`src/hw/dm_defs.svh`:
```
`ifndef DM_DEFS_SVH
`define DM_DEFS_SVH

// ==============================
// Hart configuration
// ==============================
`define DM_HART_NUM         2
`define DM_HART_ID_W        1

// ==============================
// Port widths
// ==============================
`define DM_DTM_ADDR_W       5
`define DM_DTM_DATA_W       34
`define DM_ICB_ADDR_W       12
// Width of the hartid field inside dmcontrol
`define DM_HARTID_FIELD_W   10

// DTM register map
`define DM_ADDR_DMCONTROL   5'h10
`define DM_ADDR_DMINFO      5'h11
`define DM_ADDR_HALTSTAT    5'h1C

// System-bus register map
`define DM_ICB_CLEARDEBINT  12'h100
`define DM_ICB_SETHALTNOT   12'h10c
// Upper address nibble of the debug RAM window
`define DM_ICB_RAM_PAGE     4'h4

// Debug RAM geometry
`define DM_RAM_DEPTH        8
`define DM_RAM_AW           3

// ==============================
// dminfo fields
// ==============================
`define DM_DMINFO_RAMSIZE   6'd6
`define DM_DMINFO_AUTH      4'h0
`define DM_DMINFO_SERIAL    1'b1
`define DM_DMINFO_VERSION   2'd1
`define DM_DMINFO_VALUE     ({18'b0, `DM_DMINFO_RAMSIZE, `DM_DMINFO_AUTH, \
                              `DM_DMINFO_SERIAL, 3'b0, `DM_DMINFO_VERSION})

`endif

```
`src/hw/dm_pkg.sv`:
```
`default_nettype none

`include "dm_defs.svh"

package dm_pkg;

  // DTM operation code
  typedef enum logic [1:0] {
    DTM_OP_NOP   = 2'd0,
    DTM_OP_READ  = 2'd1,
    DTM_OP_WRITE = 2'd2,
    DTM_OP_RSVD  = 2'd3
  } dtm_op_e;

  // dmcontrol layout of the DTM data word
  typedef struct packed {
    logic                                interrupt;
    logic                                haltnot;
    logic [19:0]                         zero;
    logic [`DM_HARTID_FIELD_W-1:0]       hartid;
    logic [1:0]                          low;
  } dmcontrol_t;

  // Debug RAM layout, flag bits on top of a data word
  typedef struct packed {
    logic        interrupt;
    logic        haltnot;
    logic [31:0] word;
  } dbgram_t;

  // Same 34 bits, decoded by address
  typedef union packed {
    dmcontrol_t dmcontrol_v;
    dbgram_t    dbgram_v;
  } dtm_data_u;

  // ==============================
  // Port structs
  // ==============================
  typedef struct packed {
    logic [`DM_DTM_ADDR_W-1:0] addr;
    dtm_data_u                 data;
    dtm_op_e                   op;
  } dtm_req_t;

  typedef struct packed {
    logic [`DM_DTM_DATA_W-1:0] data;
    logic [1:0]                resp;
  } dtm_resp_t;

  typedef struct packed {
    logic [`DM_ICB_ADDR_W-1:0] addr;
    logic                      read;
    logic [31:0]               wdata;
  } icb_cmd_t;

  // One requester of the debug RAM
  typedef struct packed {
    logic                  en;
    logic                  we;
    logic [`DM_RAM_AW-1:0] addr;
    logic [31:0]           wdata;
  } ram_port_t;

  // Set or clear request aimed at one hart
  typedef struct packed {
    logic                     valid;
    logic [`DM_HART_ID_W-1:0] id;
  } hart_evt_t;

endpackage

`default_nettype wire

```
`src/hw/debug_module.sv`:
```
`default_nettype none

`include "dm_defs.svh"

module debug_module (
  input  logic                    dm_clk,
  input  logic                    dm_rst_n,
  // DTM side
  input  logic                    i_dtm_req_valid,
  output logic                    o_dtm_req_ready,
  input  dm_pkg::dtm_req_t        i_dtm_req,
  output logic                    o_dtm_resp_valid,
  input  logic                    i_dtm_resp_ready,
  output dm_pkg::dtm_resp_t       o_dtm_resp,
  // System bus side
  input  logic                    i_icb_cmd_valid,
  output logic                    o_icb_cmd_ready,
  input  dm_pkg::icb_cmd_t        i_icb_cmd,
  output logic                    o_icb_rsp_valid,
  input  logic                    i_icb_rsp_ready,
  output logic [31:0]             o_icb_rsp_rdata,
  // Debug interrupt per hart
  output logic [`DM_HART_NUM-1:0] o_dbg_irq
);

  dm_pkg::ram_port_t       dtm_ram;
  dm_pkg::ram_port_t       icb_ram;
  logic [31:0]             ram_rdata;
  logic                    dtm_grant;
  logic [`DM_HART_NUM-1:0] haltnot;
  dm_pkg::hart_evt_t       debint_set;
  dm_pkg::hart_evt_t       haltnot_clr;
  dm_pkg::hart_evt_t       debint_clr;
  dm_pkg::hart_evt_t       haltnot_set;

  // ==============================
  // Blocks
  // ==============================
  dm_dtm_regs u_dtm_regs (
    .dm_clk        (dm_clk),
    .dm_rst_n      (dm_rst_n),
    .i_req_valid   (i_dtm_req_valid),
    .i_req         (i_dtm_req),
    .i_resp_ready  (i_dtm_resp_ready),
    .i_ram_grant   (dtm_grant),
    .i_ram_rdata   (ram_rdata),
    .i_haltnot     (haltnot),
    .i_debint      (o_dbg_irq),
    .o_req_ready   (o_dtm_req_ready),
    .o_resp_valid  (o_dtm_resp_valid),
    .o_resp        (o_dtm_resp),
    .o_ram         (dtm_ram),
    .o_debint_set  (debint_set),
    .o_haltnot_clr (haltnot_clr)
  );

  dm_sysbus_agent u_sysbus_agent (
    .dm_clk        (dm_clk),
    .dm_rst_n      (dm_rst_n),
    .i_cmd_valid   (i_icb_cmd_valid),
    .i_cmd         (i_icb_cmd),
    .i_rsp_ready   (i_icb_rsp_ready),
    .i_ram_rdata   (ram_rdata),
    .o_cmd_ready   (o_icb_cmd_ready),
    .o_rsp_valid   (o_icb_rsp_valid),
    .o_rsp_rdata   (o_icb_rsp_rdata),
    .o_ram         (icb_ram),
    .o_debint_clr  (debint_clr),
    .o_haltnot_set (haltnot_set)
  );

  // debint vector doubles as the hart interrupt lines
  dm_halt_irq u_halt_irq (
    .dm_clk        (dm_clk),
    .dm_rst_n      (dm_rst_n),
    .i_debint_set  (debint_set),
    .i_debint_clr  (debint_clr),
    .i_haltnot_set (haltnot_set),
    .i_haltnot_clr (haltnot_clr),
    .o_haltnot     (haltnot),
    .o_debint      (o_dbg_irq)
  );

  dm_debug_ram u_debug_ram (
    .dm_clk      (dm_clk),
    .i_icb       (icb_ram),
    .i_dtm       (dtm_ram),
    .o_rdata     (ram_rdata),
    .o_dtm_grant (dtm_grant)
  );

endmodule

`default_nettype wire

```
`src/hw/dm_debug_ram.sv`:
```
`default_nettype none

`include "dm_defs.svh"

module dm_debug_ram (
  input  logic              dm_clk,
  input  dm_pkg::ram_port_t i_icb,
  input  dm_pkg::ram_port_t i_dtm,
  output logic [31:0]       o_rdata,
  output logic              o_dtm_grant
);

  logic [31:0]       mem_q [`DM_RAM_DEPTH];
  dm_pkg::ram_port_t sel;

  // ==============================
  // Arbitration
  // ==============================
  // System bus always wins
  assign o_dtm_grant = ~i_icb.en;

  // DTM side steers the address when the bus is idle
  assign sel = i_icb.en ? i_icb : i_dtm;

  // Read is asynchronous, so a write returns the old word
  assign o_rdata = mem_q[sel.addr];

  always_ff @(posedge dm_clk) begin
    if (sel.en & sel.we) begin
      mem_q[sel.addr] <= sel.wdata;
    end
  end

endmodule

`default_nettype wire

```
`src/hw/dm_dtm_regs.sv`:
```
`default_nettype none

`include "dm_defs.svh"

module dm_dtm_regs (
  input  logic                    dm_clk,
  input  logic                    dm_rst_n,
  input  logic                    i_req_valid,
  input  dm_pkg::dtm_req_t        i_req,
  input  logic                    i_resp_ready,
  input  logic                    i_ram_grant,
  input  logic [31:0]             i_ram_rdata,
  input  logic [`DM_HART_NUM-1:0] i_haltnot,
  input  logic [`DM_HART_NUM-1:0] i_debint,
  output logic                    o_req_ready,
  output logic                    o_resp_valid,
  output dm_pkg::dtm_resp_t       o_resp,
  output dm_pkg::ram_port_t       o_ram,
  output dm_pkg::hart_evt_t       o_debint_set,
  output dm_pkg::hart_evt_t       o_haltnot_clr
);

  logic                     op_rd;
  logic                     op_wr;
  logic                     sel_ram;
  logic                     sel_ctl;
  logic                     sel_info;
  logic                     sel_halt;
  logic                     stall;
  logic                     req_hsk;
  logic                     flag_wr;
  logic [`DM_HART_ID_W-1:0] hartid_q;
  logic                     cur_debint;
  logic                     cur_haltnot;
  dm_pkg::dtm_data_u        ctl_word;
  dm_pkg::dtm_data_u        ram_word;

  // ==============================
  // Request decode
  // ==============================
  assign op_rd = (i_req.op == dm_pkg::DTM_OP_READ);
  assign op_wr = (i_req.op == dm_pkg::DTM_OP_WRITE);

  // Nop and reserved select nothing, so they answer zero
  assign sel_ram  = (op_rd | op_wr) & (i_req.addr[4:3] == 2'b00);
  assign sel_ctl  = (op_rd | op_wr) & (i_req.addr == `DM_ADDR_DMCONTROL);
  assign sel_info = (op_rd | op_wr) & (i_req.addr == `DM_ADDR_DMINFO);
  assign sel_halt = (op_rd | op_wr) & (i_req.addr == `DM_ADDR_HALTSTAT);

  // RAM busy with the system bus this cycle
  assign stall = sel_ram & ~i_ram_grant;

  // Request and response finish together
  assign o_resp_valid = i_req_valid & ~stall;
  assign o_req_ready  = ~stall & i_resp_ready;
  assign req_hsk      = i_req_valid & o_req_ready;

  // ==============================
  // hartid register
  // ==============================
  always_ff @(posedge dm_clk or negedge dm_rst_n) begin
    if (!dm_rst_n) begin
      hartid_q <= '0;
    end else if (req_hsk & op_wr & sel_ctl) begin
      hartid_q <= i_req.data.dmcontrol_v.hartid[`DM_HART_ID_W-1:0];
    end
  end

  // Flags of the hart picked by hartid
  assign cur_debint  = i_debint[hartid_q];
  assign cur_haltnot = i_haltnot[hartid_q];

  // RAM access only on the handshake
  always_comb begin
    o_ram.en    = req_hsk & sel_ram;
    o_ram.we    = op_wr;
    o_ram.addr  = i_req.addr[`DM_RAM_AW-1:0];
    o_ram.wdata = i_req.data.dbgram_v.word;
  end

  // Flag bits sit at the same place in both views
  assign flag_wr = req_hsk & op_wr & (sel_ctl | sel_ram);

  // Interrupt is write-one-to-set
  assign o_debint_set.valid  = flag_wr & i_req.data.dmcontrol_v.interrupt;
  assign o_debint_set.id     = hartid_q;
  // haltnot is write-zero-to-clear
  assign o_haltnot_clr.valid = flag_wr & ~i_req.data.dmcontrol_v.haltnot;
  assign o_haltnot_clr.id    = hartid_q;

  // ==============================
  // Response data
  // ==============================
  always_comb begin
    ctl_word                       = '0;
    ctl_word.dmcontrol_v.interrupt = cur_debint;
    ctl_word.dmcontrol_v.haltnot   = cur_haltnot;
    ctl_word.dmcontrol_v.hartid    = `DM_HARTID_FIELD_W'(hartid_q);
    ram_word.dbgram_v.interrupt    = cur_debint;
    ram_word.dbgram_v.haltnot      = cur_haltnot;
    ram_word.dbgram_v.word         = i_ram_rdata;
  end

  always_comb begin
    o_resp.resp = 2'b00;
    o_resp.data = '0;
    if (sel_ctl) begin
      o_resp.data = ctl_word;
    end else if (sel_ram) begin
      o_resp.data = ram_word;
    end else if (sel_info) begin
      o_resp.data = `DM_DMINFO_VALUE;
    end else if (sel_halt) begin
      o_resp.data = `DM_DTM_DATA_W'(i_haltnot);
    end
  end

endmodule

`default_nettype wire

```
`src/hw/dm_halt_irq.sv`:
```
`default_nettype none

`include "dm_defs.svh"

module dm_halt_irq (
  input  logic                    dm_clk,
  input  logic                    dm_rst_n,
  input  dm_pkg::hart_evt_t       i_debint_set,
  input  dm_pkg::hart_evt_t       i_debint_clr,
  input  dm_pkg::hart_evt_t       i_haltnot_set,
  input  dm_pkg::hart_evt_t       i_haltnot_clr,
  output logic [`DM_HART_NUM-1:0] o_haltnot,
  output logic [`DM_HART_NUM-1:0] o_debint
);

  // ==============================
  // Per-hart flags
  // ==============================
  for (genvar i = 0; i < `DM_HART_NUM; i++) begin : g_hart
    localparam logic [`DM_HART_ID_W-1:0] HART_ID = `DM_HART_ID_W'(i);

    logic dbi_set;
    logic dbi_clr;
    logic hn_set;
    logic hn_clr;

    // Event hits only when it names this hart
    assign dbi_set = i_debint_set.valid  & (i_debint_set.id  == HART_ID);
    assign dbi_clr = i_debint_clr.valid  & (i_debint_clr.id  == HART_ID);
    assign hn_set  = i_haltnot_set.valid & (i_haltnot_set.id == HART_ID);
    assign hn_clr  = i_haltnot_clr.valid & (i_haltnot_clr.id == HART_ID);

    // Set beats clear in the same cycle
    always_ff @(posedge dm_clk or negedge dm_rst_n) begin
      if (!dm_rst_n) begin
        o_debint[i]  <= 1'b0;
        o_haltnot[i] <= 1'b0;
      end else begin
        if (dbi_set | dbi_clr) begin
          o_debint[i] <= dbi_set;
        end
        if (hn_set | hn_clr) begin
          o_haltnot[i] <= hn_set;
        end
      end
    end
  end

endmodule

`default_nettype wire

```
`src/hw/dm_sysbus_agent.sv`:
```
`default_nettype none

`include "dm_defs.svh"

module dm_sysbus_agent (
  input  logic              dm_clk,
  input  logic              dm_rst_n,
  input  logic              i_cmd_valid,
  input  dm_pkg::icb_cmd_t  i_cmd,
  input  logic              i_rsp_ready,
  input  logic [31:0]       i_ram_rdata,
  output logic              o_cmd_ready,
  output logic              o_rsp_valid,
  output logic [31:0]       o_rsp_rdata,
  output dm_pkg::ram_port_t o_ram,
  output dm_pkg::hart_evt_t o_debint_clr,
  output dm_pkg::hart_evt_t o_haltnot_set
);

  logic                     cmd_hsk;
  logic                     cmd_wr;
  logic                     sel_clr;
  logic                     sel_set;
  logic                     sel_ram;
  logic [`DM_HART_ID_W-1:0] cleardebint_q;
  logic [`DM_HART_ID_W-1:0] sethaltnot_q;

  // Zero-cycle response, the command waits on response ready
  assign o_rsp_valid = i_cmd_valid;
  assign o_cmd_ready = i_rsp_ready;
  assign cmd_hsk     = i_cmd_valid & o_cmd_ready;
  assign cmd_wr      = cmd_hsk & ~i_cmd.read;

  // ==============================
  // Address decode
  // ==============================
  assign sel_clr = (i_cmd.addr == `DM_ICB_CLEARDEBINT);
  assign sel_set = (i_cmd.addr == `DM_ICB_SETHALTNOT);
  assign sel_ram = (i_cmd.addr[`DM_ICB_ADDR_W-1:`DM_ICB_ADDR_W-4] == `DM_ICB_RAM_PAGE);

  // Last hart ID written to each register
  always_ff @(posedge dm_clk or negedge dm_rst_n) begin
    if (!dm_rst_n) begin
      cleardebint_q <= '0;
      sethaltnot_q  <= '0;
    end else begin
      if (cmd_wr & sel_clr) begin
        cleardebint_q <= i_cmd.wdata[`DM_HART_ID_W-1:0];
      end
      if (cmd_wr & sel_set) begin
        sethaltnot_q <= i_cmd.wdata[`DM_HART_ID_W-1:0];
      end
    end
  end

  // Hart events carry the written ID directly
  assign o_debint_clr.valid  = cmd_wr & sel_clr;
  assign o_debint_clr.id     = i_cmd.wdata[`DM_HART_ID_W-1:0];
  assign o_haltnot_set.valid = cmd_wr & sel_set;
  assign o_haltnot_set.id    = i_cmd.wdata[`DM_HART_ID_W-1:0];

  // Word index from the byte address
  always_comb begin
    o_ram.en    = cmd_hsk & sel_ram;
    o_ram.we    = ~i_cmd.read;
    o_ram.addr  = i_cmd.addr[`DM_RAM_AW+1:2];
    o_ram.wdata = i_cmd.wdata;
  end

  // ROM window and holes read zero
  always_comb begin
    o_rsp_rdata = '0;
    if (sel_clr) begin
      o_rsp_rdata = 32'(cleardebint_q);
    end else if (sel_set) begin
      o_rsp_rdata = 32'(sethaltnot_q);
    end else if (sel_ram) begin
      o_rsp_rdata = i_ram_rdata;
    end
  end

endmodule

`default_nettype wire

```
`config.mk`:
```
export PLATFORM = sky130hd
export DESIGN_NAME = debug_module
export DESIGN_NICKNAME = d
export VERILOG_FILES = /design/src/hw/dm_pkg.sv /design/src/hw/debug_module.sv /design/src/hw/dm_debug_ram.sv /design/src/hw/dm_dtm_regs.sv /design/src/hw/dm_halt_irq.sv /design/src/hw/dm_sysbus_agent.sv
export VERILOG_INCLUDE_DIRS = /design/src /design/src/hw
export SDC_FILE = /design/constraint.sdc
export NUM_CORES = 1
export LEC_CHECK = 0
export BUFFER_PORTS_ARGS = -buffer_cell sky130_fd_sc_hd__buf_2
export CAP_MARGIN = 20
export CORE_MARGIN = 4
export CORE_UTILIZATION = 57
export DETAILED_ROUTE_END_ITERATION = 6
export GPL_ROUTABILITY_DRIVEN = 0
export PLACE_DENSITY = 0.8
export SLEW_MARGIN = 5
export SYNTH_ARGS = -nofsm -noshare
export SYNTH_HDL_FRONTEND = slang
export SYNTH_SLANG_ARGS = --single-unit
```
`constraint.sdc`:
```
create_clock -name dm_clk -period 2.9 [get_ports dm_clk]
set_clock_uncertainty 0.05 [all_clocks]
set_input_delay 0.29 -clock dm_clk [delete_from_list [all_inputs] [get_ports dm_clk]]
set_output_delay 0.29 -clock dm_clk [all_outputs]
set_load 0.005 [all_outputs]
```
==> results of run 1 <==
area by class of cell:
| type | count | area, sq um | area share [%] |
|---|---|---|---|
| tap | 260 | 325 | 2.28 |
| clock buffer | 30 | 687 | 4.82 |
| inverter | 8 | 30.0 | 0.211 |
| sequential | 263 | 7860 | 55.2 |
| timing repair buffer | 252 | 1870 | 13.1 |
| clock inverter | 14 | 96.3 | 0.676 |
| multi-input combinational | 482 | 3380 | 23.7 |
through the flow:
| stage | area, sq um | setup TNS [ns] | cells | total power, mW | util [%] |
|---|---|---|---|---|---|
| 2_1_floorplan | 11100 | -70.18 | 805 | 4.58 | - |
| 3_3_place_gp | 12800 | -1.97 | 1249 | 4.83 | 67.5 |
| 3_5_place_dp | 12800 | -3.62 | 1249 | 4.84 | 67.5 |
| 4_1_cts | 13800 | -0.246 | 1300 | 7.92 | 72.8 |
| 5_1_grt | 14200 | -3.86 | 1309 | 8.23 | 75.4 |
| 6_report | 14200 | -1.35 | 1309 | 8.03 | 75.4 |
how the worst max path moves through the flow:
stage / slack (ns) / cells after the start / start / endpoint
4_1_cts: -0.05 / 11 / i_icb_cmd[41] / o_icb_rsp_rdata[24]
5_1_grt: -0.17 / 10 / i_icb_cmd[41] / o_icb_rsp_rdata[24]
2_1_floorplan: -0.40 / 7 / i_icb_cmd[44] / u_debug_ram.mem_q[1][0]
3_5_place_dp: -0.16 / 10 / i_icb_cmd[44] / o_icb_rsp_rdata[27]
3_3_place_gp: -0.11 / 10 / i_icb_cmd[44] / o_dtm_resp[32]
6_report: -0.15 / 10 / i_icb_cmd[41] / o_icb_rsp_rdata[24]
per-layer routing:
metal  global-route usage (%)  part of all wire [%]  wire length, um  vias to the layer above
met3                     4.07                    11             3720                      126
li1                         -                     -                -                     3597
met1                     36.8                    36            12000                     4145
met5                        0                     0                0                        -
met2                     47.4                    49            16300                      719
met4                     9.09                   4.0             1320                        0
cell usage in the layout, fill, tap and decap left out, types with 3 or more instances in the layout:
master and n:
or4_1 3, nor3b_2 6, or4_4 8, nor2_1 37, clkbuf_16 30, inv_1 8, buf_6 9, clkinv_1 4
nand2_1 109, a21boi_0 3, buf_2 161, nor3_1 13, a21oi_1 13, clkinv_2 7, nand3_1 12, a21o_1 3
buf_12 22, or3_4 19, and3_1 3, o21ai_0 11, edfxtp_1 256, o22ai_2 10, nor3_2 24, o22ai_1 86
nor2_2 6, nor4_1 5, a31oi_2 3, o22a_1 14, mux2_2 5, o31ai_1 6, o221ai_1 3, nor2b_1 6
buf_4 51, clkbuf_1 3, and2_4 4, dlygate4sd3_1 6, nor2_4 11, mux2i_1 8, dfrtp_1 7
flip-flops by register name (all words and copies together), names as in the netlist:
signal,count
u_debug_ram.mem_q,256
u_halt_irq.o_debint,2
u_halt_irq.o_haltnot,2
u_dtm_regs.hartid_q,1
u_sysbus_agent.cleardebint_q,1
u_sysbus_agent.sethaltnot_q,1
power groups by stage:
stage,sequential [mW],clock (mW),combinational [mW]
after CTS,4.19,3.12,0.608
after floorplan,4.27,0,0.306
after global placement,4.27,0,0.557
after global routing,4.19,3.30,0.743
after detailed placement,4.27,0,0.573
final,4.19,3.13,0.702
worst max-delay path, delay by kind of cell:
kind / cells / cell delay, ns
AND/OR/NAND/NOR: 4 / 1.54
buffers and inverters: 4 / 0.56
AO/OA/AOI/OAI: 2 / 0.30
logic make-up after synthesis:
family / share of synthesized area (%)
and+or+nand+nor: 13.6
DFF: 71.0
AOI/OAI and AO/OA: 10.8
buffers and inverters: 3.12
muxes: 1.32
adders and majority gates: 0.113
other: 0.0339
what timing repair did:
item / in CTS / in global routing
resized for setup: 31 / 67
pin swaps: 4 / 17
hold buffers: 6 / 0
cloned: 0 / 4
endpoints found under the hold margin: 12 / 0
setup endpoints to repair: 57 / 63
buffers inserted: 1 / 5
==> impl_results.md, run 1 <==
* Peak supply drop at 0.549 mV
* CP startpoint kind: input port
* Power Dens Cells at 564 nW/um^2
* Num CTS Buffers at 26
* Switching share of power at 22.1%
* Syn Inst Count at 804
* WL/cell at 25.5 um
* Worst Tran Pin Value at 1.19 ns
* Filler cells at 1083
* Synth async-reset ratio at 2.66%
* Yosys warning total at 0
* Clock Sinks at 263
* Detailed placement HPWL at 19400 um
* Top cell type's share of synthesized area at 69.4%
* Crit Path Category: in -> out
* Psw at 1.77 mW
* H-tree Lvls at 1
* Die X at 147 um
* Depth of the most critical reg-to-reg path at 3
* Iteration-0 DRC count of the detailed router at 1425
* CTS tree: built
* R2r setup slk at 1.34 ns
* Final worst slack at -0.152 ns
* Max-slew violations at 0
* Mapped cell area at 11100 sq um
* Largest net degree at the start of global routing at 36
* Pre-CTS setup slack at -0.157 ns
* Layout cells sized above 1 at 38.7%
* Slew HR at 19.7%
* Root Driver: clkbuf_16
* Seq pwr share at 52.2%
* Initial antenna violation count at 0
* FF-to-FF End: u_halt_irq.o_haltnot[0]
* Die Y-Extent at 147 um
* Min-delay worst type: in -> async
* GR Overflow Total at 0
* RR Startpoint: u_dtm_regs.hartid_q
* Fin crit share at 105%
* Combinational cell fraction of total power at 8.8%
* Max FO, Critical Path at 6
* Critical path's largest stage delay at 0.59 ns
* Area delta synth->final at 28.7%
* Initial Util at 58.6%
* Critical path data arrival time at 2.71 ns
* DRC violations left at 0
* DIE AREA at 21700 sq um
* LEAKAGE at 5.24 nW
* Crit path cell chain: buf_6 -> or4b_4 -> buf_12 -> o211ai_4 -> and2_4 -> buf_6 -> o22ai_1 -> or4_4 -> nor2_2 -> buf_2
* Min cycle time layout at 3.05 ns
* Routed vias at 8587
* Vias in the first global route at 8086
* Vias per cell at 6.56
* Endpoints failing hold at 0
* Failing checks: negative setup slack
* First-pass GRT wire length at 46200 um
* Top Ports at 166
* Status: complete, but fails checks
* Top_reg_cell synth: edfxtp_1
* Syn avg cell area at 13.8 sq um
* Final nets at 1126
* ANT nets after route at 0
* Cell mode on critical path: buf_6
* Row Count at 50
* Crit end category: primary output
* Area leader, netlist: edfxtp_1
* Port bufs at 163
* Post-synth top cells: edfxtp_1, nand2_1, o22ai_1, nor2_1
* Max Cap Violations at 0
* Drt first pass iters at 5
* Number of synthesized flops with an enable pin at 256
* Required time worst endpoint at 2.56 ns
* Core area at 18900 sq um
* GRT Total Usage at 27.7%
* Max Clock Freq at 328 MHz
* Internal power at 6.26 mW
* Netlist cell types at 64
* Clock Power Share at 39.0%
* CTS clk-pin slew, worst paths at 0.06 ns
* Post-Route WL at 33300 um
* Worst hold slack at 0.0927 ns
* Post-synthesis sequential area ratio at 71.0%
* Worst-Skew Late Latency at 0.52 ns
* Dominant cells by area after synthesis: edfxtp_1, o22ai_1, nand2_1
* Antenna cells at 0
* Synthesis-stage register bit count at 263
* RSZ-0062 raised after global routing: true
* Most common cell in the synthesized netlist: edfxtp_1
* Maximum buffer depth of the clock tree at 3
* Final setup fails at 40
* Slowest-stage cell, CP: or4b_4
Power figures use the tool's default switching activity.
==> run 2, diff against run 1 <==
- CORE_UTILIZATION: 57 -> 61
- PLACE_DENSITY: 0.8 -> 0.85
- clock period: 2.9 -> 3.75 ns (I/O delays scaled with it)
==> run 2 against run 1 <==
  * Die area is 6.2% lower
  * Count of clock-buffer cells in the layout fell by 2
  * Worst setup slack gained 0.37 ns
  * Critical path depth fell by 1
  * Combinational power down 37%
  * Design area shrank 7.8%
  * The run now ends clean
  * Power is 24% lower
  * Via count fell by 3.7%
==> impl_results.md, run 2 (synthesis gave the netlist of run 1 again) <==
* Combinational cell fraction of total power at 7.2% (-1.6 points)
* Psw at 1.32 mW (-25%)
* Min cycle time layout at 3.53 ns
* Filler cells at 1012 (-6.6%)
* Endpoints failing hold at 0 (unchanged)
* Vias per cell at 6.76 (+3.1%)
* Setup TNS at 0 ns (+1.35 ns)
* Max-slew violations at 0 (unchanged)
* Crit Path Category: in -> out
* Core area at 17500 sq um (-7.2%)
* Number of flip-flops in the largest register at 256 (unchanged)
* Commonest non-fill, non-tap cells in the layout: edfxtp_1, buf_2, nand2_1
* Internal power at 4.81 mW (-23%)
* GR Overflow Total at 0 (unchanged)
* Drt first pass iters at 6 (+1)
* Row Count at 48 (-4.0%)
* Switching share of power at 21.5% (-0.51 points)
* Worst Tran Pin Value at 1.03 ns (-0.160 ns)
* Worst-Skew Late Latency at 0.51 ns (about the same)
* DIE AREA at 20400 sq um (-6.2%)
* Seq pwr share at 52.9% (+0.7 points)
* Max FO, Critical Path at 16 (+10)
* Critical path data arrival time at 3.10 ns (+0.39 ns)
* ANT nets after route at 0 (unchanged)
* Post-Route WL at 31400 um (-5.9%)
* Required time worst endpoint at 3.32 ns (+0.76 ns)
* Port bufs at 163 (unchanged)
* Num CTS Buffers at 24 (-7.7%)
* CTS clk-pin slew, worst paths at 0.06 ns (about the same)
* Sequential Area at 7860 sq um (unchanged)
* Area delta synth->final at 18.7%
* Initial antenna violation count at 0 (unchanged)
* Crit end category: primary output
* DP Cell Count at 1182 (-5.4%)
* Top Ports at 166 (unchanged)
* WL/cell at 25.6 um (+0.71%)
* Min-delay worst type: in -> reg
* Biggest regs: u_debug_ram.mem_q x256, u_halt_irq.o_debint x2, u_halt_irq.o_haltnot x2
* Peak supply drop at 0.348 mV (-37%)
* Die Y-Extent at 143 um (-3.2%)
* Clock Power Share at 40.0% (+1.0 points)
* First-pass GRT wire length at 46900 um (+1.6%)
* Root Driver: clkbuf_16
* Final nets at 1077 (-4.4%)
* CP startpoint kind: input port
* Power Dens Cells at 467 nW/um^2 (-17%)
* RSZ-0062 raised after global routing: false
* Largest net degree at the start of global routing at 36 (unchanged)
* LEAKAGE at 4.83 nW (-7.8%)
* Fin util at 74.9% (-0.48 points)
* Slew HR at 31.2% (+11 points)
* Max Cap Violations at 0 (unchanged)
* Tot Pwr at 6.13 mW (-24%)
* Maximum buffer depth of the clock tree at 3 (unchanged)
* Antenna cells at 0 (unchanged)
* Die X at 143 um (-3.2%)
* DRC violations left at 0 (unchanged)
* GRT Total Usage at 30.4% (+2.7 points)
* Final setup fails at 0 (-100%)
* Iteration-0 DRC count of the detailed router at 1276 (-10%)
* Layout cells sized above 1 at 29.6% (-9.1 points)
* Status: finished clean
* Multi-input gate area at 2960 sq um (-12%)
* Clock Sinks at 263 (unchanged)
* Initial Util at 63.1% (+4.5 points)
* Vias in the first global route at 8245 (+2.0%)
* Layout Cells excl Fill at 1223 (-6.6%)
* Largest register by flop count: u_debug_ram.mem_q
* Fin crit share at 94.1%
* Max Clock Freq at 283 MHz
* CTS tree: built
* Most common cell after layout, fill and taps aside: edfxtp_1
* H-tree Lvls at 1 (unchanged)
* Routed vias at 8271 (-3.7%)
* Detailed placement HPWL at 18800 um (-3.2%)
==> run 2: changes by cell type in the layout (fill, tap and decap cells not counted), sizes merged, moves of 2 or more <==
| cell | before | now |
|---|---|---|
| buf | 243 | 205 |
| dlygate4sd3 | 6 | 1 |
| clkinv | 11 | 8 |
| bufinv | 1 | 3 |
| clkbuf | 33 | 28 |
==> run 2: final timing paths <==
path,startpoint,end,slack [ns],cells past startpoint
max,i_icb_cmd[44],o_dtm_resp[14],0.22,9
min,i_icb_cmd[0],u_halt_irq.o_haltnot[0],0.04,2
max reg2reg,u_dtm_regs.hartid_q,u_halt_irq.o_haltnot[1],2.60,3
min reg2reg,u_sysbus_agent.sethaltnot_q,u_sysbus_agent.sethaltnot_q,0.44,2
max in group asynchronous,dm_rst_n,u_halt_irq.o_haltnot[1],3.33,2
min in group asynchronous,dm_rst_n,u_halt_irq.o_debint[0],0.18,2
==> run 2: layer usage <==
metal / global-route usage (%) / share of wire, % / wire length [um] / vias up
li1: - / - / - / 3489
met1: 40.8 / 35 / 10900 / 3935
met2: 50.2 / 48 / 15100 / 741
met3: 5.59 / 13 / 4230 / 106
met4: 11.3 / 3.6 / 1130 / 0
met5: 0 / 0 / 0 / -
==> run 2: metrics by stage <==
step                      hold slack (ns)  setup slack (ns)  instance area, sq um
after floorplan                    0.0294            0.0256                 11100
after global placement              0.161             0.348                 12400
after detailed placement            0.162             0.276                 12400
after CTS                          0.0293             0.184                 13100
after global routing               0.0252            0.0921                 13100
final                              0.0396             0.221                 13100
==> run 2: cell type report <==
| cell class | instances | share of cell area [%] |
|---|---|---|
| well taps | 225 | 2.14 |
| multi-input cells | 481 | 22.5 |
| clock inverters | 12 | 1.02 |
| inverters | 8 | 0.229 |
| repair buffers | 206 | 9.35 |
| clock buffers | 28 | 4.85 |
| flip-flops and latches | 263 | 59.9 |
==> run 2: critical path, cell delays in order <==
cell and delay (ns):
buf_2 0.13, nor4b_4 0.51, nand2_2 0.29, a31oi_4 0.28, buf_4 0.31, o22ai_1 0.13, or3_1 0.40, o31ai_1 0.47
buf_2 0.21
==> run 2: power groups by stage <==
stage | clock network, mW | registers (mW) | logic (mW)
3_3_place_gp | 0 | 3.30 | 0.406
6_report | 2.45 | 3.24 | 0.439
4_1_cts | 2.44 | 3.24 | 0.429
3_5_place_dp | 0 | 3.30 | 0.419
5_1_grt | 2.57 | 3.24 | 0.470
2_1_floorplan | 0 | 3.30 | 0.237
==> run 2: repair_timing <==
action,in CTS,in global routing
resized for setup,0,1
hold endpoints to repair,7,0
setup buffers,0,0
endpoints found under the setup margin,0,1
hold buffers,1,0
